<file path="config.mk">
export PLATFORM = sky130hd
export DESIGN_NAME = bk_save_tracker
export DESIGN_NICKNAME = d
export VERILOG_FILES = /design/src/source/bk_pkg.sv /design/src/source/bk_save_tracker.sv
export VERILOG_INCLUDE_DIRS = /design/src /design/src/source
export SDC_FILE = /design/constraint.sdc
export NUM_CORES = 1
export LEC_CHECK = 0
export ABC_AREA = 1
export ABC_CLOCK_PERIOD_IN_PS = 1400
export BUFFER_PORTS_ARGS = -buffer_cell sky130_fd_sc_hd__buf_2
export CAP_MARGIN = 20
export CELL_PAD_IN_SITES_DETAIL_PLACEMENT = 0
export CELL_PAD_IN_SITES_GLOBAL_PLACEMENT = 1
export CORE_MARGIN = 2
export CORE_UTILIZATION = 34
export DETAILED_ROUTE_END_ITERATION = 10
export GPL_TIMING_DRIVEN = 0
export MAX_ROUTING_LAYER = met4
export PLACE_DENSITY_LB_ADDON = 0.1
export SYNTH_ARGS = -nofsm -noshare
export SYNTH_HDL_FRONTEND = slang
export SYNTH_SLANG_ARGS = --single-unit
</file>
<file path="constraint.sdc">
create_clock -name clk_sys -period 1.4 [get_ports clk_sys]
set_input_delay 0.28 -clock clk_sys [delete_from_list [all_inputs] [get_ports clk_sys]]
set_output_delay 0.28 -clock clk_sys [all_outputs]
set_load 0.05 [all_outputs]
</file>
<file path="src/source/bk_macros.svh">
// ====================
// Widths and save size masks of the backup RAM engine
// Included by the package, the RTL and the bench
// ====================
`ifndef BK_MACROS_SVH
`define BK_MACROS_SVH

// ====================
// Data path widths
// ====================
`define BK_WORD_W      16 // One buffer word
`define BK_WADDR_W     8  // Word index, 256 words per sector
`define BK_LBA_W       8  // Sector number, 256 sectors
`define BK_MEM_ADDR_W  16 // SDRAM word address, sector then word

// ====================
// Save size masks
// ====================
// Highest sector used by each save type, ORed into the tracked size
`define BK_SZ_EEPROM   8'd15
`define BK_SZ_SRAM     8'd63
`define BK_SZ_FLASH    8'd127 // 1M Flash adds the top bit

`endif
</file>
<file path="src/source/bk_pkg.sv">
// ====================
// Shared types of the backup RAM engine
// ====================
`include "bk_macros.svh"

package bk_pkg;

	// Engine mode, also selects the SDRAM direction
	typedef enum logic [1:0] {
		mode_idle,
		mode_load,
		mode_save
	} bk_mode_e;

	// Step within one sector
	typedef enum logic [1:0] {
		step_start,
		step_wait,
		step_finish
	} bk_step_e;

	// Save write strobes from the cartridge bus
	typedef struct packed {
		logic eeprom;
		logic sram;
		logic flash;
	} save_kind_t;

	// SD sector command
	typedef struct packed {
		logic [`BK_LBA_W-1:0] lba;
		logic                 rd; // Held until ack rises
		logic                 wr;
	} sd_cmd_t;

	// SD host side of the sector buffer
	typedef struct packed {
		logic [`BK_WADDR_W-1:0] addr;
		logic [`BK_WORD_W-1:0]  din;
		logic                   wr;
	} sd_buf_t;

	typedef struct packed {
		logic [`BK_MEM_ADDR_W-1:0] addr;
		logic [`BK_WORD_W-1:0]     din;
		logic                      req; // One cycle strobe
		logic                      rnw; // High reads SDRAM
	} mem_req_t;

	typedef struct packed {
		logic [`BK_WORD_W-1:0] dout;
		logic                  ready; // One cycle, ends a request
	} mem_rsp_t;

endpackage

</file>
<file path="src/source/bk_save_tracker.sv">
// ====================
// Tracks the highest save sector written by the cartridge
// Also holds the save pending flag until a sequence runs
// ====================
`timescale 1ns/1ps
`include "bk_macros.svh"

module bk_save_tracker (
	input  logic                 clk_sys,
	input  logic                 arst_n,
	input  bk_pkg::save_kind_t   save_kind, // Active save type strobes
	input  logic                 bus_req,   // One cycle per bus access
	input  logic                 flash_1m,
	input  logic                 cart_load,
	input  logic                 busy,
	output logic [`BK_LBA_W-1:0] save_sz,   // Last sector to save
	output logic                 pending
);

	logic                 cart_load_q;
	logic                 cart_rise;
	logic                 save_write;
	logic [`BK_LBA_W-1:0] size_mask;

	assign cart_rise  = cart_load & ~cart_load_q; // New cartridge, forget old size
	assign save_write = bus_req & (|save_kind);

	// Union of the masks of all active kinds
	always_comb begin
		size_mask = '0;
		if (save_kind.eeprom)
			size_mask = size_mask | `BK_SZ_EEPROM;
		if (save_kind.sram)
			size_mask = size_mask | `BK_SZ_SRAM;
		if (save_kind.flash)
			size_mask = size_mask | `BK_SZ_FLASH | {flash_1m, {(`BK_LBA_W-1){1'b0}}};
	end

	always_ff @(posedge clk_sys or negedge arst_n) begin
		if (!arst_n) begin
			cart_load_q <= 1'b0;
			save_sz     <= '0;
			pending     <= 1'b0;
		end else begin
			cart_load_q <= cart_load;

			if (cart_rise)
				save_sz <= '0;
			else if (bus_req)
				save_sz <= save_sz | size_mask; // Size only grows

			// A write during a sequence keeps it pending
			if (save_write)
				pending <= 1'b1;
			else if (busy)
				pending <= 1'b0;
		end
	end

endmodule

</file>
After elaboration in Yosys (flattened, before gate mapping):

Cells that the tools add are included.

* add/subtract/negate cells: 0
* multiply operators: 0
* divide/modulo/power cells: 0
* $lt $le $gt $ge: 0
* equal/unequal tests: 0
* shift operators: 0
* mux-type cells: 7
* bitwise logic cells: 5
* reductions and logical operators: 3

Operators with widths (number)
* 8-bit 2-to-1 mux: 3
* 7-bit by 8-bit OR with 8-bit output (first input constant): 1
* 8-bit OR: 1
* 6-bit 2-to-1 mux: 1
* 4-bit 2-to-1 mux: 1
* 2-bit nonzero test: 2
* 3-bit OR reduction: 1
* 1-bit bitwise AND: 2
* 1-bit 2-to-1 mux: 2
* 1-bit NOT: 1

* register bits: 10
* latch bits: 0
* bits in writable memories: 0
* ROM bits: 0
* input port bits: 9
* output and inout bits: 9
* word-level logic and storage cells: 18
* memories kept: 0

Logic depth before layout (Yosys ltp):

* depth after elaboration: 6
* depth in mapped cells: 5
* mapped depth without buffers: 5

Worst setup path before layout:

OpenSTA, ideal clock, no wires.

* kind: register to register
* start point: register save_sz[0]
* end point: register save_sz[0]
* library setup time: 66 ps
* arrival time: 884 ps
* required time: 1334 ps
* setup slack: 450 ps
* stages on the path, launching flop included: 5
* buffers on the path: 0
* period minus slack after synthesis: 950 ps
* path through: dfrtp_1 inv_1 nand3_1 nand3_1 nand2_1

* longest elaborated chain between the ends: 3

Ends and longest elaborated chain
* start, declared: RTL line bk_save_tracker.sv:16 `` output logic [`BK_LBA_W-1:0] save_sz, ``
* start signal, assigned: RTL line bk_save_tracker.sv:50 `save_sz <= save_sz | size_mask;`
* 8-bit OR: RTL line bk_save_tracker.sv:50
* 8-bit 2-to-1 mux: RTL line bk_save_tracker.sv:49 `else if (bus_req)`
* 8-bit 2-to-1 mux: RTL line bk_save_tracker.sv:47 `if (cart_rise)`

No other way between the ends. The select of a mux whose other input is x is not followed.
A chain may end at the register's enable or synchronous reset.

Worst setup path after layout:

* start point: register save_sz[3]
* end point: output save_sz[3]

No word-level cell between the ends.

==> run_summary.xml <==
<?xml version="1.0" encoding="UTF-8"?>
<metrics>
  <group name="timing">
    <metric name="rsz0062_at_grt" unit="">false</metric>
    <metric name="slew_at_the_pin_with_the_worst_max_slew_slack" unit="ns">0.251</metric>
    <metric name="timing.final.setup_violations" unit="">0</metric>
    <metric name="timing.final.crit_period" unit="ns">1.18</metric>
    <metric name="final.setup.tns" unit="ns">0</metric>
    <metric name="maxSlewViolCount" unit="">0</metric>
    <metric name="maxSlewHeadroom" unit="%">83.4</metric>
    <metric name="finClkSkew" unit="ns">0.00225</metric>
    <metric name="period_share" unit="%">84.1</metric>
    <metric name="timing.final.hold_violations" unit="">0</metric>
    <metric name="hold_ws" unit="ns">0.132</metric>
    <metric name="fmax" unit="MHz">850</metric>
  </group>
  <group name="clocking">
    <metric name="clock_insertion_delay_worst_skew" unit="ns">0.26</metric>
    <metric name="cts.root.buffer_cell" unit="">sky130_fd_sc_hd__clkbuf_4</metric>
    <metric name="cts-root-to-sink-buffers" unit="">2</metric>
    <metric name="number_of_buffers_created_by_cts" unit="">3</metric>
    <metric name="clock_tree_from_tritoncts" unit="">built</metric>
    <metric name="ctsHtreeMaxLevel" unit="">1</metric>
    <metric name="clk_pin_slew_worst_paths" unit="ns">0.07</metric>
    <metric name="cts.repair.resized" unit="">0</metric>
    <metric name="clkSinkCount" unit="">10</metric>
  </group>
  <group name="setup_path">
    <metric name="worstSetupStartpointType" unit="">register</metric>
    <metric name="crit_buf_inv" unit="">1</metric>
    <metric name="critical_path_required" unit="ns">1.12</metric>
    <metric name="critPathCaptureType" unit="">output pin</metric>
    <metric name="worst-setup-path-type" unit="">register to output pin</metric>
    <metric name="path_delay_family" unit="">flip-flops</metric>
    <metric name="slowest_stage" unit="">sky130_fd_sc_hd__dfrtp_1</metric>
    <metric name="arrival" unit="ns">0.90</metric>
    <metric name="cp_cell_sequence" unit="">buf_2</metric>
    <metric name="timing.critical_path.slowest_cell_delay" unit="ns">0.36</metric>
    <metric name="critical_path_peak_fanout" unit="">3</metric>
  </group>
  <group name="synthesis">
    <metric name="yosys_warnings" unit="">0</metric>
    <metric name="synthDistinctLibCells" unit="">14</metric>
    <metric name="synth_area" unit="um2">465</metric>
    <metric name="ys_seq_elements" unit="">10</metric>
    <metric name="synthCells" unit="">52</metric>
    <metric name="synth_sequential_area_ratio" unit="%">53.8</metric>
    <metric name="synth_nets" unit="">61</metric>
    <metric name="syn-mean-instance-area" unit="um2">8.95</metric>
  </group>
  <group name="drt">
    <metric name="detail-route-antenna-nets" unit="">0</metric>
    <metric name="drt-total-wl" unit="um">902</metric>
    <metric name="detailroute.via_count" unit="">389</metric>
    <metric name="drt_first_iter_violations" unit="">7</metric>
    <metric name="drcViolationCount" unit="">0</metric>
    <metric name="dr.pass1.iters" unit="">4</metric>
    <metric name="route.detailed.wl_per_inst" unit="um">10.3</metric>
    <metric name="vias_per_cell" unit="">4.42</metric>
  </group>
  <group name="floorplan">
    <metric name="die_w" unit="um">41</metric>
    <metric name="io-pin-count" unit="">18</metric>
    <metric name="floorplan.core_area" unit="mm2">0.00128</metric>
    <metric name="die-area" unit="mm2">0.00168</metric>
    <metric name="initial_utilization" unit="%">36.2</metric>
    <metric name="die_height" unit="um">41</metric>
    <metric name="number_of_rows_created_at_floorplan" unit="">13</metric>
  </group>
  <group name="global_routing">
    <metric name="antenna_found_initial" unit="">0</metric>
    <metric name="gr-usage-all-layers" unit="%">15.4</metric>
    <metric name="grt-ovfl-total" unit="">0</metric>
    <metric name="first_pass_grt_wire_length" unit="mm">1.50</metric>
    <metric name="grt_start_max_net_pins" unit="">11</metric>
    <metric name="grt_pass1_vias" unit="">352</metric>
  </group>
  <group name="cells_and_area">
    <metric name="antennaDiodeCount" unit="">0</metric>
    <metric name="final_cells" unit="">88</metric>
    <metric name="commonest_non_fill_non_tap_cell_in_the_layout" unit="">sky130_fd_sc_hd__buf_2</metric>
    <metric name="final_nets" unit="">83</metric>
    <metric name="area_delta_synth_final" unit="%">31.2</metric>
    <metric name="final_instance_area" unit="um2">611</metric>
    <metric name="layout.cells.most_common_list" unit="">sky130_fd_sc_hd__buf_2, sky130_fd_sc_hd__inv_1, sky130_fd_sc_hd__dfrtp_1</metric>
    <metric name="post_route_cells_drive_above_1_share" unit="%">41.1</metric>
  </group>
  <group name="job">
    <metric name="max-cap-violations" unit="">0</metric>
  </group>
  <group name="placement">
    <metric name="placement.cell_area" unit="um2">564</metric>
    <metric name="port_buffers" unit="">16</metric>
    <metric name="dp_cells" unit="">83</metric>
    <metric name="detail_placement_hpwl" unit="um">670</metric>
    <metric name="globalplace.congestion" unit="">0.648</metric>
  </group>
  <group name="power">
    <metric name="p_leak" unit="nW">0.339</metric>
    <metric name="vdd_ir_drop_max" unit="mV">0.687</metric>
    <metric name="power.density_cell_area" unit="mW/mm2">1320</metric>
  </group>
  <group name="run_status">
    <metric name="run_status" unit="">completed</metric>
  </group>
  <group name="hold_path">
    <metric name="holdCritPathClass" unit="">input pin to register</metric>
  </group>
</metrics>
[where the power goes]
part | leakage, nW | switching [mW] | internal (mW)
Combinational | 0.200 | 0.159 | 0.0543
Clock | 0.0210 | 0.100 | 0.158
Sequential | 0.118 | 0.0154 | 0.318
[cell type report]
class,instances,area (um2)
sequential,10,250
tap,15,18.8
clock buffer,4,36.3
buffer,1,11.3
fill,129,674
timing repair buffer,17,90.1
multi-input combinational,28,155
inverter,13,48.8
[worst paths after layout]
path / startpoint / to / slack, ns / cells past startpoint
max: save_sz[3] / save_sz[3] / 0.22 / 1
min: cart_load / cart_load_q / 0.13 / 1
max reg2reg: cart_load_q / save_sz[1] / 0.46 / 4
min reg2reg: save_sz[6] / save_sz[6] / 0.49 / 2
max in group asynchronous: arst_n / save_sz[0] / 0.81 / 2
min in group asynchronous: arst_n / pending / 0.40 / 2
[per-layer routing]
layer	track usage [%]	part of all wire, %	up-vias
met5	-	0	-
met4	12.5	1.3	0
met3	4.89	8.5	2
met2	18.4	40	17
met1	20.5	50	167
li1	-	-	203
[Yosys cell counts, drive strengths merged]
cell type	n	share of area, %
dfrtp	10	54
nand2	11	9.9
nor2	3	6.2
a21oi	3	4.0
o21ai	2	3.0
buf	1	2.4
nand3	8	8.6
inv	13	10
o211ai	1	1.6
[repair_timing]
| action | CTS | global route |
|---|---|---|
| hold endpoints to repair | 10 | 0 |
| buffers inserted | 0 | 0 |
| hold buffers | 1 | 0 |
[sequential cells by signal, indices dropped and copies added (netlist names)]
register and count:
cart_load_q 1, pending 1, save_sz 8
[cell families (layout without fill, tap and decap cells)]
family          after synthesis  count (layout)  synth area share (%)
simple gates                 22              22                  24.7
buf+inv                      14              35                  12.9
flops                        10              10                  53.8
compound gates                6               6                  8.60
[metrics by stage]
stage / power [mW] / util (%) / worst slack [ns]
after floorplan: 0.494 / - / 0.450
after global placement: 0.551 / 43.9 / 0.453
after detailed placement: 0.552 / 43.9 / 0.445
after CTS: 0.819 / 47.5 / 0.208
after global routing: 0.846 / 47.5 / 0.190
final: 0.805 / 47.5 / 0.223
No activity file was read; power rests on OpenSTA's default activity.
