File: src/source/bk_macros.svh
// ====================
// Widths and save size masks of the backup RAM engine
// Included by the package, the RTL and the bench
// ====================
`ifndef BK_MACROS_SVH
`define BK_MACROS_SVH

// ====================
// Data path widths
// ====================
`define BK_WORD_W      16 // One buffer word
`define BK_WADDR_W     8  // Word index, 256 words per sector
`define BK_LBA_W       8  // Sector number, 256 sectors
`define BK_MEM_ADDR_W  16 // SDRAM word address, sector then word

// ====================
// Save size masks
// ====================
// Highest sector used by each save type, ORed into the tracked size
`define BK_SZ_EEPROM   8'd15
`define BK_SZ_SRAM     8'd63
`define BK_SZ_FLASH    8'd127 // 1M Flash adds the top bit

`endif
File: src/source/bk_pkg.sv
// ====================
// Shared types of the backup RAM engine
// ====================
`include "bk_macros.svh"

package bk_pkg;

	// Engine mode, also selects the SDRAM direction
	typedef enum logic [1:0] {
		mode_idle,
		mode_load,
		mode_save
	} bk_mode_e;

	// Step within one sector
	typedef enum logic [1:0] {
		step_start,
		step_wait,
		step_finish
	} bk_step_e;

	// Save write strobes from the cartridge bus
	typedef struct packed {
		logic eeprom;
		logic sram;
		logic flash;
	} save_kind_t;

	// SD sector command
	typedef struct packed {
		logic [`BK_LBA_W-1:0] lba;
		logic                 rd; // Held until ack rises
		logic                 wr;
	} sd_cmd_t;

	// SD host side of the sector buffer
	typedef struct packed {
		logic [`BK_WADDR_W-1:0] addr;
		logic [`BK_WORD_W-1:0]  din;
		logic                   wr;
	} sd_buf_t;

	typedef struct packed {
		logic [`BK_MEM_ADDR_W-1:0] addr;
		logic [`BK_WORD_W-1:0]     din;
		logic                      req; // One cycle strobe
		logic                      rnw; // High reads SDRAM
	} mem_req_t;

	typedef struct packed {
		logic [`BK_WORD_W-1:0] dout;
		logic                  ready; // One cycle, ends a request
	} mem_rsp_t;

endpackage

File: src/source/bk_sequencer.sv
// ====================
// Load and save sequencer, one SD sector per step loop
// Load reads all 256 sectors, save writes sectors 0 to save_sz
// ====================
`timescale 1ns/1ps
`include "bk_macros.svh"

module bk_sequencer (
	input  logic                 clk_sys,
	input  logic                 arst_n,
	input  logic                 bk_load,    // Level, rising edge starts a load
	input  logic                 bk_save,    // Level, rising edge starts a save
	input  logic                 pending,
	input  logic [`BK_LBA_W-1:0] save_sz,
	input  logic                 sd_ack,
	output bk_pkg::sd_cmd_t      sd_cmd,
	output logic                 xfer_start,
	output bk_pkg::bk_mode_e     mode,
	input  logic                 xfer_done,
	output logic                 busy
);
	import bk_pkg::*;

	sd_cmd_t  cmd_q;
	bk_mode_e mode_q;
	bk_step_e step_q;
	logic     ack_q;
	logic     ack_rise;
	logic     ack_fall;
	logic     load_q;
	logic     save_q;
	logic     load_go; // Registered start edges
	logic     save_go;
	logic     size_ok;

	assign ack_rise = sd_ack & ~ack_q;
	assign ack_fall = ack_q & ~sd_ack; // Host finished the sector
	assign size_ok  = |save_sz;        // Nothing tracked, nothing to move

	assign sd_cmd = cmd_q;
	assign mode   = mode_q;
	assign busy   = (mode_q != mode_idle);

	// ====================
	// Edge detect
	// ====================
	always_ff @(posedge clk_sys or negedge arst_n) begin
		if (!arst_n) begin
			ack_q   <= 1'b0;
			load_q  <= 1'b0;
			save_q  <= 1'b0;
			load_go <= 1'b0;
			save_go <= 1'b0;
		end else begin
			ack_q   <= sd_ack;
			load_q  <= bk_load;
			save_q  <= bk_save;
			load_go <= bk_load & ~load_q;
			save_go <= bk_save & ~save_q;
		end
	end

	// ====================
	// Sector loop
	// ====================
	always_ff @(posedge clk_sys or negedge arst_n) begin
		if (!arst_n) begin
			cmd_q      <= '0;
			mode_q     <= mode_idle;
			step_q     <= step_start;
			xfer_start <= 1'b0;
		end else begin
			// Request levels drop once the host takes them
			if (ack_rise) begin
				cmd_q.rd <= 1'b0;
				cmd_q.wr <= 1'b0;
			end

			case (mode_q)
				mode_idle: begin
					xfer_start <= 1'b0;
					step_q     <= step_start;
					cmd_q.lba  <= '0;
					if (load_go && size_ok)
						mode_q <= mode_load;
					else if (save_go && pending && size_ok)
						mode_q <= mode_save; // Only when a save write happened
				end

				// SD read, then buffer to SDRAM
				mode_load: begin
					case (step_q)
						step_start: begin
							cmd_q.rd <= 1'b1;
							step_q   <= step_wait;
						end
						step_wait: if (ack_fall) begin
							xfer_start <= 1'b1; // Sector is in the buffer
							step_q     <= step_finish;
						end
						step_finish: if (xfer_done) begin
							xfer_start <= 1'b0;
							step_q     <= step_start;
							cmd_q.lba  <= cmd_q.lba + 1'b1;
							if (&cmd_q.lba)
								mode_q <= mode_idle; // Always the full 256 sectors
						end
						default: step_q <= step_start;
					endcase
				end

				// SDRAM to buffer, then SD write
				mode_save: begin
					case (step_q)
						step_start: begin
							xfer_start <= 1'b1;
							step_q     <= step_wait;
						end
						step_wait: if (xfer_done) begin
							xfer_start <= 1'b0;
							cmd_q.wr   <= 1'b1;
							step_q     <= step_finish;
						end
						step_finish: if (ack_fall) begin
							step_q    <= step_start;
							cmd_q.lba <= cmd_q.lba + 1'b1;
							if (cmd_q.lba == save_sz)
								mode_q <= mode_idle; // Last tracked sector written
						end
						default: step_q <= step_start;
					endcase
				end

				default: mode_q <= mode_idle;
			endcase
		end
	end

endmodule

File: config.mk
export PLATFORM = sky130hd
export DESIGN_NAME = bk_sequencer
export DESIGN_NICKNAME = d
export VERILOG_FILES = /design/src/source/bk_pkg.sv /design/src/source/bk_sequencer.sv
export VERILOG_INCLUDE_DIRS = /design/src /design/src/source
export SDC_FILE = /design/constraint.sdc
export NUM_CORES = 1
export LEC_CHECK = 0
export BUFFER_PORTS_ARGS = -buffer_cell sky130_fd_sc_hd__buf_4
export CORE_AREA = 2 2 51 53
export DETAILED_ROUTE_END_ITERATION = 7
export DIE_AREA = 0 0 53 55
export GPL_TIMING_DRIVEN = 1
export PLACE_DENSITY = 0.74
export SETUP_SLACK_MARGIN = 0.05
export SLEW_MARGIN = 40
export SYNTH_ARGS = -nofsm -noshare
export SYNTH_HDL_FRONTEND = slang
export SYNTH_SLANG_ARGS = --single-unit
File: constraint.sdc
create_clock -name clk_sys -period 2.75 [get_ports clk_sys]
set_clock_uncertainty 0.2 [all_clocks]
set_input_delay 0.1375 -clock clk_sys [delete_from_list [all_inputs] [get_ports clk_sys]]
set_output_delay 0.1375 -clock clk_sys [all_outputs]
set_load 0.02 [all_outputs]
# Yosys cells after proc, flatten, opt, wreduce, memory -nomap -nowiden

Index checks and enable logic that the tools add are counted.

Bits in registers: 20
Input port bits: 15
Output and inout port bits: 14
Word-level logic and storage cells: 83

$add $sub $neg: 1
Eq/ne operators: 18
Mux-type cells: 32
Bitwise gates (word level): 8
Reduce and logical (&&, ||, !) cells: 13

Operators with widths:

| kind                                                   | number |
|---|---|
| 2-to-1 mux 8 bit                                       | 4 |
| 2-to-1 mux 2 bit                                       | 13 |
| case mux 2 bit (3 select lines)                        | 4 |
| case mux 8 bit (3 select lines)                        | 1 |
| inequality test 3 bit (second input constant)          | 6 |
| inequality test 2 bit (second input constant)          | 6 |
| AND reduction 5 bit                                    | 2 |
| adder 8 x 1 -> 8 bit (second input constant)           | 1 |
| equality test 8 bit                                    | 1 |
| AND reduction 8 bit                                    | 1 |
| OR reduction 8 bit                                     | 1 |
| 2-to-1 mux 1 bit                                       | 7 |
| AND reduction 7 bit                                    | 1 |
| AND 1 bit                                              | 4 |
| equality test 2 x 1 -> 1 bit (second input constant)   | 2 |
| equality test 2 bit (second input constant)            | 2 |
| zero test 2 bit                                        | 2 |
| NOT 1 bit                                              | 4 |
| case mux 1 bit (2 select lines)                        | 2 |
| AND reduction 4 bit                                    | 1 |
| logical AND 1 bit                                      | 3 |
| inequality test 3 x 1 -> 1 bit (second input constant) | 1 |
| case mux 1 bit (3 select lines)                        | 1 |
| nonzero test 3 bit                                     | 1 |
| nonzero test 2 bit                                     | 1 |

# Logic depth before layout (Yosys ltp)

Gate-level depths: netlist of run 1.

Word-level depth: 6
Mapped depth: 8

# Worst setup path before layout of run 1

OpenSTA, ideal clock, no wires.

Kind: reg-to-reg
From: reg mode_q[0], in the netlist mode[0]
To: reg cmd_q, in the netlist sd_cmd[9]
Setup time: 0.066 ns
Arrival time: 1.868 ns
Data required time: 2.484 ns
Slack: 0.615 ns
Stages on the path, launching flop included: 7
Clock period less this slack: 2.135 ns
Path through: dfrtp_1 inv_1 ha_1 a221o_1 or4_1 nand2_1 a22o_1

Longest elaborated chain between the ends: 3

RTL lines:

| item                                                                         | line               | source |
|---|---|---|
| start: declaration                                                           | bk_sequencer.sv:25 | `bk_mode_e mode_q;` |
| start signal: assignment                                                     | bk_sequencer.sv:69 | `mode_q <= mode_idle;` |
| start signal: assignment                                                     | bk_sequencer.sv:85 | `mode_q <= mode_load;` |
| start signal: assignment                                                     | bk_sequencer.sv:87 | `mode_q <= mode_save;` |
| equality test 2 x 1 -> 1 bit (tied with other cells)                         | bk_sequencer.sv:79 | `case (mode_q)` |
| inequality test 2 bit (no line) / nonzero test 3 bit (equally long branches) | -                  |  |
| AND reduction 5 bit (no line)                                                | -                  |  |
| end: declaration                                                             | bk_sequencer.sv:24 | `sd_cmd_t cmd_q;` |

Several ways; a longest one is shown, not always the timed one.
A chain may end at the register's enable or synchronous reset.

# Final worst setup path of run 1

From: reg step_q[0]
To: reg cmd_q, in the netlist sd_cmd[9]

Longest elaborated chain between the ends: 3

RTL lines:

| item                            | line                                    | source |
|---|---|---|
| start: declaration              | bk_sequencer.sv:26                      | `bk_step_e step_q;` |
| start signal: assignment        | bk_sequencer.sv:70                      | `step_q <= step_start;` |
| start signal: assignment        | bk_sequencer.sv:82                      | `step_q <= step_start;` |
| start signal: assignment        | bk_sequencer.sv:95                      | `step_q <= step_wait;` |
| equality test 2 bit *           | bk_sequencer.sv:92, bk_sequencer.sv:114 |  |
| inequality test 2 bit (no line) | -                                       |  |
| AND reduction 5 bit (no line) * | -                                       |  |

Mark *: on every way between the ends. The rest lies on a longest branch, timed or not.

==> implementation parameters, run 1 <==
Parameter                              Value

Floorplan
  Initial core utilization ... 0.494
  IO Pins ... 29
  Number of rows created at floorplan ... 18
  Overall die area ... just under 0.003 mm^2
  Floorplan die height ... between 50 and 60 um
  Die Wd ... 53 um
  Area of the placeable core ... 0.00236 mm^2

GRT
  GRT Resource Usage Total ... 0.212
  Vias in the first global route ... roughly 990
  Wire length of the first global-routing pass ... 4.40 mm
  Largest net degree at the start of global routing ... 21
  Initial antenna violation count ... 0
  Overflow left after global routing ... 0

Finish
  Area grow syn2layout ... 26.7%
  Antenna fix cells ... 0
  Final std cells w/o fill ... 188
  Final instance area ... 0.00148 mm^2
  Layout cell share with drive strength beyond 1 ... 0.203
  Final nets ... 183

Placement
  Pre-CTS setup slack ... 0.470 ns
  Routability-driven placement congestion ratio ... 0.896
  # port buffers ... 28
  Number of placed instances, taps included ... 180
  Post-DP HPWL ... 2.01 mm
  Placement-stage cell area ... 0.00141 mm^2

Logic synthesis
  Most frequently used flop master after synthesis ... sky130_fd_sc_hd__dfrtp_1
  Number of enable flip-flop cells after synthesis ... 0
  Cell type with the highest aggregate area in the netlist ... sky130_fd_sc_hd__dfrtp_1
  Flip-flop and latch count after synthesis ... 20
  Yosys warning count ... 0
  Cell types with the largest area share after synthesis ... sky130_fd_sc_hd__dfrtp_1 (43%), sky130_fd_sc_hd__ha_1 (8.6%), sky130_fd_sc_hd__nand2_1 (6.1%), sky130_fd_sc_hd__xor2_1 (6.0%), sky130_fd_sc_hd__o21ai_0 (5.6%)
  Total standard cell area after synthesis ... between 0.001 and 0.0015 mm^2
  Distinct cell type count of the synthesized netlist ... 34
  Seq/Total Area, Yosys ... 0.429
  Synth top area share ... 0.429
  Avg Synthesized Cell Area ... 9.41 um^2
  Instance count of the mapped netlist ... 124
  Syn nets ... 147
  Post-synth ARST share ... 1.00

Power and ir drop
  P per Cell Area ... 654 mW/mm^2
  Static power due to leakage ... 0.709 nW
  Maximum resistive drop on vdd ... between 0.4 and 0.5 mV

Clock tree
  Clock tree from TritonCTS ... built
  Clock latency reported for the late side of the worst-skew pair ... just under 0.3 ns
  Count of clock tree sinks ... 20
  Post-CTS setup repair buffer count ... 0
  Resize count post-CTS ... 0
  Clock buffer count from CTS ... 3
  Total of hold buffers inserted after clock tree synthesis ... 5
  CTS Buffer Depth ... 2
  Clock transition at the register clock pins on the worst setup and hold paths after CTS ... 0.10 ns
  Root buffer cell ... sky130_fd_sc_hd__clkbuf_4
  Number of H-tree branching levels ... 1

Run status
  Outcome ... finished, final reports clean

Detailed routing
  Total number of vias ... between 1000 and 1500
  Overall routed net length ... around 2.7 mm
  Vias per inst ... approximately 5.5
  Number of design rule violations left after detail routing ... 0
  Post-DR wirelength/cell ... around 14 um
  Starting DRT DRC Count ... 13
  Remaining number of nets flagged by the antenna check after routing ... 0
  Number of detailed-routing iterations run before antenna repair ... 4

Setup path
  Series of cell instances along the critical path ... inv_1 > ha_1 > nand2_1 > a221o_1 > or4_1 > nand2_1 > a22o_1
  Worst setup startpoint ... step_q[0]
  Worst reg2reg setup slack ... 0.45 ns
  Data arrival time at the worst-slack endpoint ... ~2.3 ns
  CP most frequent cell ... sky130_fd_sc_hd__nand2_1
  Startpoint of the lowest-slack register-to-register path ... step_q[0]
  Crit-path max FO ... 11
  Highest-delay cell along the critical path ... sky130_fd_sc_hd__or4_1
  Type of element launching the critical path ... flop
  Sort of element at the end of the critical path ... flop
  Critical path start-end classification ... flop to flop
  Kind of cell with the highest combined delay on the critical path ... simple AND/OR/NAND/NOR gates
  Worst path max stage delay ... 0.54 ns
  Register-to-Register Path Depth ... 7
  Worst r2r dst ... sd_cmd[9]
  Count of buffer and inverter cells on the critical path ... 1
  Worst endpoint required time ... 2.79 ns

Timing
  Worst Tran Pin Value ... 0.445 ns
  Fin worst setup slack ... 0.447 ns
  Number of max-slew violations in the final report ... 0
  Fmax ... 434 MHz
  Hold violation total from the final report ... 0
  Final Cycle Share ... 0.838
  Summed negative setup slack over all endpoints ... 0 ns
  Number of failing setup endpoints in the final timing report ... 0
  Minimum clock period after layout ... between 2 and 2.5 ns
  Worst slew margin relative to its limit ... 0.701
  RSZ-0062 raised after global routing ... no

Hold path
  Type of the most critical hold path ... input port to asynchronous set/reset pin

Flow run
  Max Cap Violations ... 0
-- worst max-delay path by stage --
stage / end / slack, ns / cells past startpoint
final: sd_cmd[9] / 0.45 / 7
after global routing: sd_cmd[9] / 0.34 / 6
after CTS: sd_cmd[9] / 0.44 / 7
after detailed placement: sd_cmd[9] / 0.47 / 7
after global placement: sd_cmd[9] / 0.56 / 6
after floorplan: sd_cmd[9] / 0.62 / 6
-- state kept, by name, summed over array words and instances, names as in the netlist --
signal,count
load_go,1
load_q,1
save_go,1
save_q,1
ack_q,1
mode,2
xfer_start,1
step_q,2
sd_cmd,10
-- placed cells by master, fill, tap and decap left out --
| cell type | Yosys | final |
|---|---|---|
| sky130_fd_sc_hd__nor2_1 | 2 | 2 |
| sky130_fd_sc_hd__xor2_1 | 8 | 8 |
| sky130_fd_sc_hd__o21ai_0 | 13 | 13 |
| sky130_fd_sc_hd__inv_1 | 7 | 7 |
| sky130_fd_sc_hd__nor3b_1 | 2 | 2 |
| sky130_fd_sc_hd__and3_1 | 1 | 1 |
| sky130_fd_sc_hd__a21o_1 | 2 | 2 |
| sky130_fd_sc_hd__or4_1 | 1 | 1 |
| sky130_fd_sc_hd__and2_1 | 2 | 2 |
| sky130_fd_sc_hd__clkbuf_4 | 0 | 3 |
| sky130_fd_sc_hd__mux2i_1 | 2 | 2 |
| sky130_fd_sc_hd__nor4_1 | 4 | 4 |
| sky130_fd_sc_hd__a22o_1 | 2 | 2 |
| sky130_fd_sc_hd__nand2b_1 | 3 | 3 |
| sky130_fd_sc_hd__nand3_1 | 4 | 4 |
| sky130_fd_sc_hd__nand4_1 | 1 | 1 |
| sky130_fd_sc_hd__a21oi_1 | 3 | 3 |
| sky130_fd_sc_hd__dfrtp_1 | 20 | 20 |
| sky130_fd_sc_hd__a31oi_1 | 1 | 1 |
| sky130_fd_sc_hd__o32ai_1 | 1 | 1 |
| sky130_fd_sc_hd__o221ai_1 | 1 | 1 |
| sky130_fd_sc_hd__a21boi_0 | 1 | 1 |
| sky130_fd_sc_hd__o31ai_1 | 4 | 4 |
| sky130_fd_sc_hd__nor2b_1 | 3 | 3 |
| sky130_fd_sc_hd__a221o_1 | 1 | 1 |
| sky130_fd_sc_hd__a22oi_1 | 1 | 1 |
| sky130_fd_sc_hd__o2bb2ai_1 | 1 | 1 |
| sky130_fd_sc_hd__nand2_1 | 19 | 19 |
| sky130_fd_sc_hd__buf_4 | 0 | 28 |
| sky130_fd_sc_hd__dlygate4sd3_1 | 0 | 5 |
| sky130_fd_sc_hd__nand3b_1 | 1 | 1 |
| sky130_fd_sc_hd__ha_1 | 8 | 8 |
| sky130_fd_sc_hd__a2bb2oi_1 | 1 | 1 |
| sky130_fd_sc_hd__a32o_1 | 1 | 1 |
| sky130_fd_sc_hd__or2_2 | 1 | 1 |
-- layout make-up --
class                   instances  area [um^2]
fillers                       194          886
multi-input cells              95          632
flip-flops and latches         20          500
repair buffers                 33          260
well taps                      30         37.5
inverters                       7         26.3
clock buffers                   3         22.5
-- cells by family after synthesis --
family | share of synthesized area
buf+inv | 0.0300
xor+xnor | 0.0600
compound gates | 0.188
mux | 0.0171
simple gates | 0.191
flops | 0.429
fa+ha+maj | 0.0857
-- cell usage after synthesis, drive strengths merged, types with 2 or more instances --
master,n
nand3,4
nor3b,2
xor2,8
ha,8
nor2,2
nor4,4
nand2b,3
nand2,19
inv,7
a21oi,3
nor2b,3
a22o,2
a21o,2
dfrtp,20
o31ai,4
o21ai,13
and2,2
mux2i,2
-- layer usage --
metal  track usage  up-vias  part of all wire
met5             0        -                 0
met4         0.111        0             0.022
met3        0.0403        8             0.027
met2         0.342       17              0.50
met1         0.273      490              0.45
li1              -      510                 -
-- through the flow --
stage | util | total power [W] | hold slack (ns)
3_3_place_gp | 0.595 | 0.000814 | -0.169
5_1_grt | 0.625 | 0.00104 | 0.0600
6_report | 0.625 | 0.000967 | 0.0423
2_1_floorplan | - | 0.000677 | -0.358
4_1_cts | 0.625 | 0.000972 | 0.0432
3_5_place_dp | 0.595 | 0.000833 | -0.170
-- where the power goes --
group	switching, W	internal, W
Combinational	0.000220	0.000185
Clock	0.0000830	0.0000510
Sequential	0.0000730	0.000355
(Power assumes the default switching activity.)
==> run 2, diff against run 1 <==
- ABC_AREA: default -> 1
- CORE_AREA: 2 2 51 53 -> 2 2 55 57
- DIE_AREA: 0 0 53 55 -> 0 0 57 59
- PLACE_DENSITY: 0.74 -> 0.72
- clock period: 2.75 -> 1.85 ns (I/O delays scaled with it)
==> run 2 against run 1 <==
Net effect:
- clock power rose by 92%
- global-route usage fell by 2.8 points
- sequential share of layout area fell by 4.9 points
- core utilization rose by 1.7 points
==> implementation parameters, run 2 <==
Parameter                              Value

Setup path
  Data arrival time at the worst-slack endpoint ... 1.74 ns
  Type of element launching the critical path ... flop
  Sort of element at the end of the critical path ... flop
  Crit-path max FO ... 7
  Worst endpoint required time ... approximately 1.9 ns
  Worst reg2reg setup slack ... 0.11 ns
  Critical path start-end classification ... flop to flop

Logic synthesis
  Cell with the most instances after synthesis ... sky130_fd_sc_hd__nand2_1
  Avg Synthesized Cell Area ... 7.29 um^2
  Yosys warning count ... 0
  Arithmetic-cell share of the synthesized area counting full adders, half adders and majority gates ... 0.0780
  Cell types with the largest area share after synthesis ... sky130_fd_sc_hd__dfrtp_1 (39%), sky130_fd_sc_hd__nand2_1 (15%), sky130_fd_sc_hd__inv_1 (8.5%), sky130_fd_sc_hd__ha_1 (7.8%), sky130_fd_sc_hd__nor2_1 (5.9%)
  Dominant combinational cell family by area after synthesis ... simple AND/OR/NAND/NOR gates
  Seq/Total Area, Yosys ... 0.390
  Syn nets ... slightly below 200
  Flip-flop and latch count after synthesis ... 20
  Post-synth ARST share ... 1.00
  Fraction of synthesized area in multiplexers ... 0
  Most numerous cell types in the synthesized netlist ... sky130_fd_sc_hd__nand2_1 (50), sky130_fd_sc_hd__inv_1 (29), sky130_fd_sc_hd__dfrtp_1 (20), sky130_fd_sc_hd__nor2_1 (20), sky130_fd_sc_hd__nand3_1 (12)
  Distinct cell type count of the synthesized netlist ... 22
  Cell type with the highest aggregate area in the netlist ... sky130_fd_sc_hd__dfrtp_1
  Total standard cell area after synthesis ... 0.00128 mm^2
  Most frequently used flop master after synthesis ... sky130_fd_sc_hd__dfrtp_1
  Parity-gate share of the synthesized area counting xor and xnor cells ... 0.0273
  Synthesized-area fraction occupied by ao, oa, aoi and oai cells ... 0.126
  Simple-gate area share of the yosys netlist ... 0.286
  Instance count of the mapped netlist ... 176
  Number of enable flip-flop cells after synthesis ... 0
  Synth top area share ... 0.390

Placement
  Post-DP HPWL ... 2.13 mm
  Routability-driven placement congestion ratio ... 0.860
  # port buffers ... 28

Finish
  Layout cell share with drive strength beyond 1 ... 0.260
  Multi-input gate area ... 729 um^2
  Footprint of the flip-flops and latches ... 503 um^2
  Filler Cell Count ... 241
  Number of flip-flops in the largest register ... 10
  Most used cells in the layout excluding fill and tap cells ... sky130_fd_sc_hd__nand2_1 (49), sky130_fd_sc_hd__buf_4 (32), sky130_fd_sc_hd__inv_1 (28)
  Commonest non-fill, non-tap cell in the layout ... sky130_fd_sc_hd__nand2_1
  Final nets ... 243
  Area grow syn2layout ... 35.7%
  Antenna fix cells ... 0
  Utilization after layout ... 0.642

Flow run
  Max Cap Violations ... 0

Detailed routing
  Overall routed net length ... between 2 and 3 mm
  Total number of vias ... 1266
  Number of detailed-routing iterations run before antenna repair ... 4
  Number of design rule violations left after detail routing ... 0
  Post-DR wirelength/cell ... 11.9 um
  Vias per inst ... 5.06
  Starting DRT DRC Count ... between 50 and 60
  Remaining number of nets flagged by the antenna check after routing ... 0

Power and ir drop
  Static power due to leakage ... between 0.8 and 0.9 nW
  Maximum resistive drop on vdd ... 1.05 mV
  P per Cell Area ... approximately 1300 mW/mm^2

Timing
  Hold violation total from the final report ... 0
  Minimum clock period after layout ... 1.74 ns
  Fmax ... 576 MHz
  Worst Tran Pin Value ... 0.334 ns
  Number of failing setup endpoints in the final timing report ... 0
  Summed negative setup slack over all endpoints ... 0 ns
  RSZ-0062 raised after global routing ... yes
  Final Cycle Share ... 0.939
  Worst slew margin relative to its limit ... 0.777
  Number of max-slew violations in the final report ... 0

Clock tree
  CTS Buffer Depth ... 2
  Root buffer cell ... sky130_fd_sc_hd__clkbuf_4
  Clock buffer count from CTS ... 3
  Clock transition at the register clock pins on the worst setup and hold paths after CTS ... 0.12 ns
  Number of H-tree branching levels ... 1
  Clock tree from TritonCTS ... built
  Count of clock tree sinks ... 20
  Clock latency reported for the late side of the worst-skew pair ... 0.30 ns

GRT
  Overflow left after global routing ... 0
  Vias in the first global route ... 1156
  Largest net degree at the start of global routing ... 21
  Wire length of the first global-routing pass ... 4.96 mm
  Initial antenna violation count ... 0
  GRT Resource Usage Total ... 0.185

Floorplan
  Die Wd ... 57 um
  Overall die area ... around 0.0034 mm^2
  IO Pins ... 29
  Number of rows created at floorplan ... 19
  Floorplan die height ... 59 um
  Initial core utilization ... 0.473
  Area of the placeable core ... 0.00271 mm^2

Hold path
  Type of the most critical hold path ... input port to flop

Run status
  Outcome ... finished, final reports clean
==> run 2: worst paths after layout <==
kind | from | endpoint | cells after the start
worst max-delay path | mode[0] | sd_cmd[7] | 8
worst min-delay path | pending | mode[1] | 6
worst max register to register | mode[0] | sd_cmd[7] | 8
worst min register to register | load_q | load_go | 1
max in group asynchronous | arst_n | mode[1] | 3
min in group asynchronous | arst_n | sd_cmd[0] | 3
==> run 2: worst max-delay path, stage by stage (launching register included) <==
cell and delay, ns:
sky130_fd_sc_hd__dfrtp_2 0.44, sky130_fd_sc_hd__buf_6 0.13, sky130_fd_sc_hd__ha_4 0.17, sky130_fd_sc_hd__o21ai_4 0.16
sky130_fd_sc_hd__o2111ai_4 0.20, sky130_fd_sc_hd__nor2_2 0.18, sky130_fd_sc_hd__nand2_1 0.06, sky130_fd_sc_hd__nand2_1 0.06
sky130_fd_sc_hd__nor2_1 0.04
==> run 2: area by class of cell <==
type	instances	area share
flip-flops and latches	20	0.289
clock buffers	4	0.0208
multi-input cells	125	0.419
well taps	31	0.0223
repair buffers	39	0.179
inverters	31	0.0697
==> run 2: metrics by stage <==
step	power [W]	hold slack [ns]	cells	worst slack (ns)	area [um^2]
after detailed placement	0.00175	-0.214	235	0.0340	1530
after CTS	0.00206	0.0850	247	0.0533	1640
after global routing	0.00241	0.112	250	0.00460	1740
after floorplan	0.00141	-0.403	176	0.0756	1280
after global placement	0.00172	-0.215	235	0.0747	1530
final	0.00222	0.0897	250	0.113	1740
==> run 2: kinds of logic (layout without fill, tap and decap cells) <==
family,Yosys count,count (layout)
and+or+nand+nor,89,89
buffers and inverters,31,74
AOI/OAI and AO/OA,24,24
DFF,20,20
adders and majority gates,8,8
xor gates and xnor gates,4,4
==> run 2: routing by layer <==
metal / part of all wire / up-vias / GRT usage
met4: 0.0064 / 0 / 0.0399
li1: - / 641 / -
met5: 0 / - / 0
met3: 0.030 / 2 / 0.0262
met2: 0.50 / 26 / 0.304
met1: 0.46 / 597 / 0.262
==> run 2: what timing repair did <==
action	4_1_cts	5_1_grt
pin swaps	1	6
buffers inserted	2	3
endpoints found under the setup margin	5	11
resized for setup	0	19
hold buffers	6	0
endpoints found under the hold margin	27	0
==> run 2: power breakdown <==
group | internal [W] | total (W) | leakage (nW) | switching (W)
Combinational | 0.000539 | 0.00132 | 0.606 | 0.000784
Sequential | 0.000539 | 0.000635 | 0.260 | 0.0000953
Clock | 0.000120 | 0.000257 | 0.0210 | 0.000137
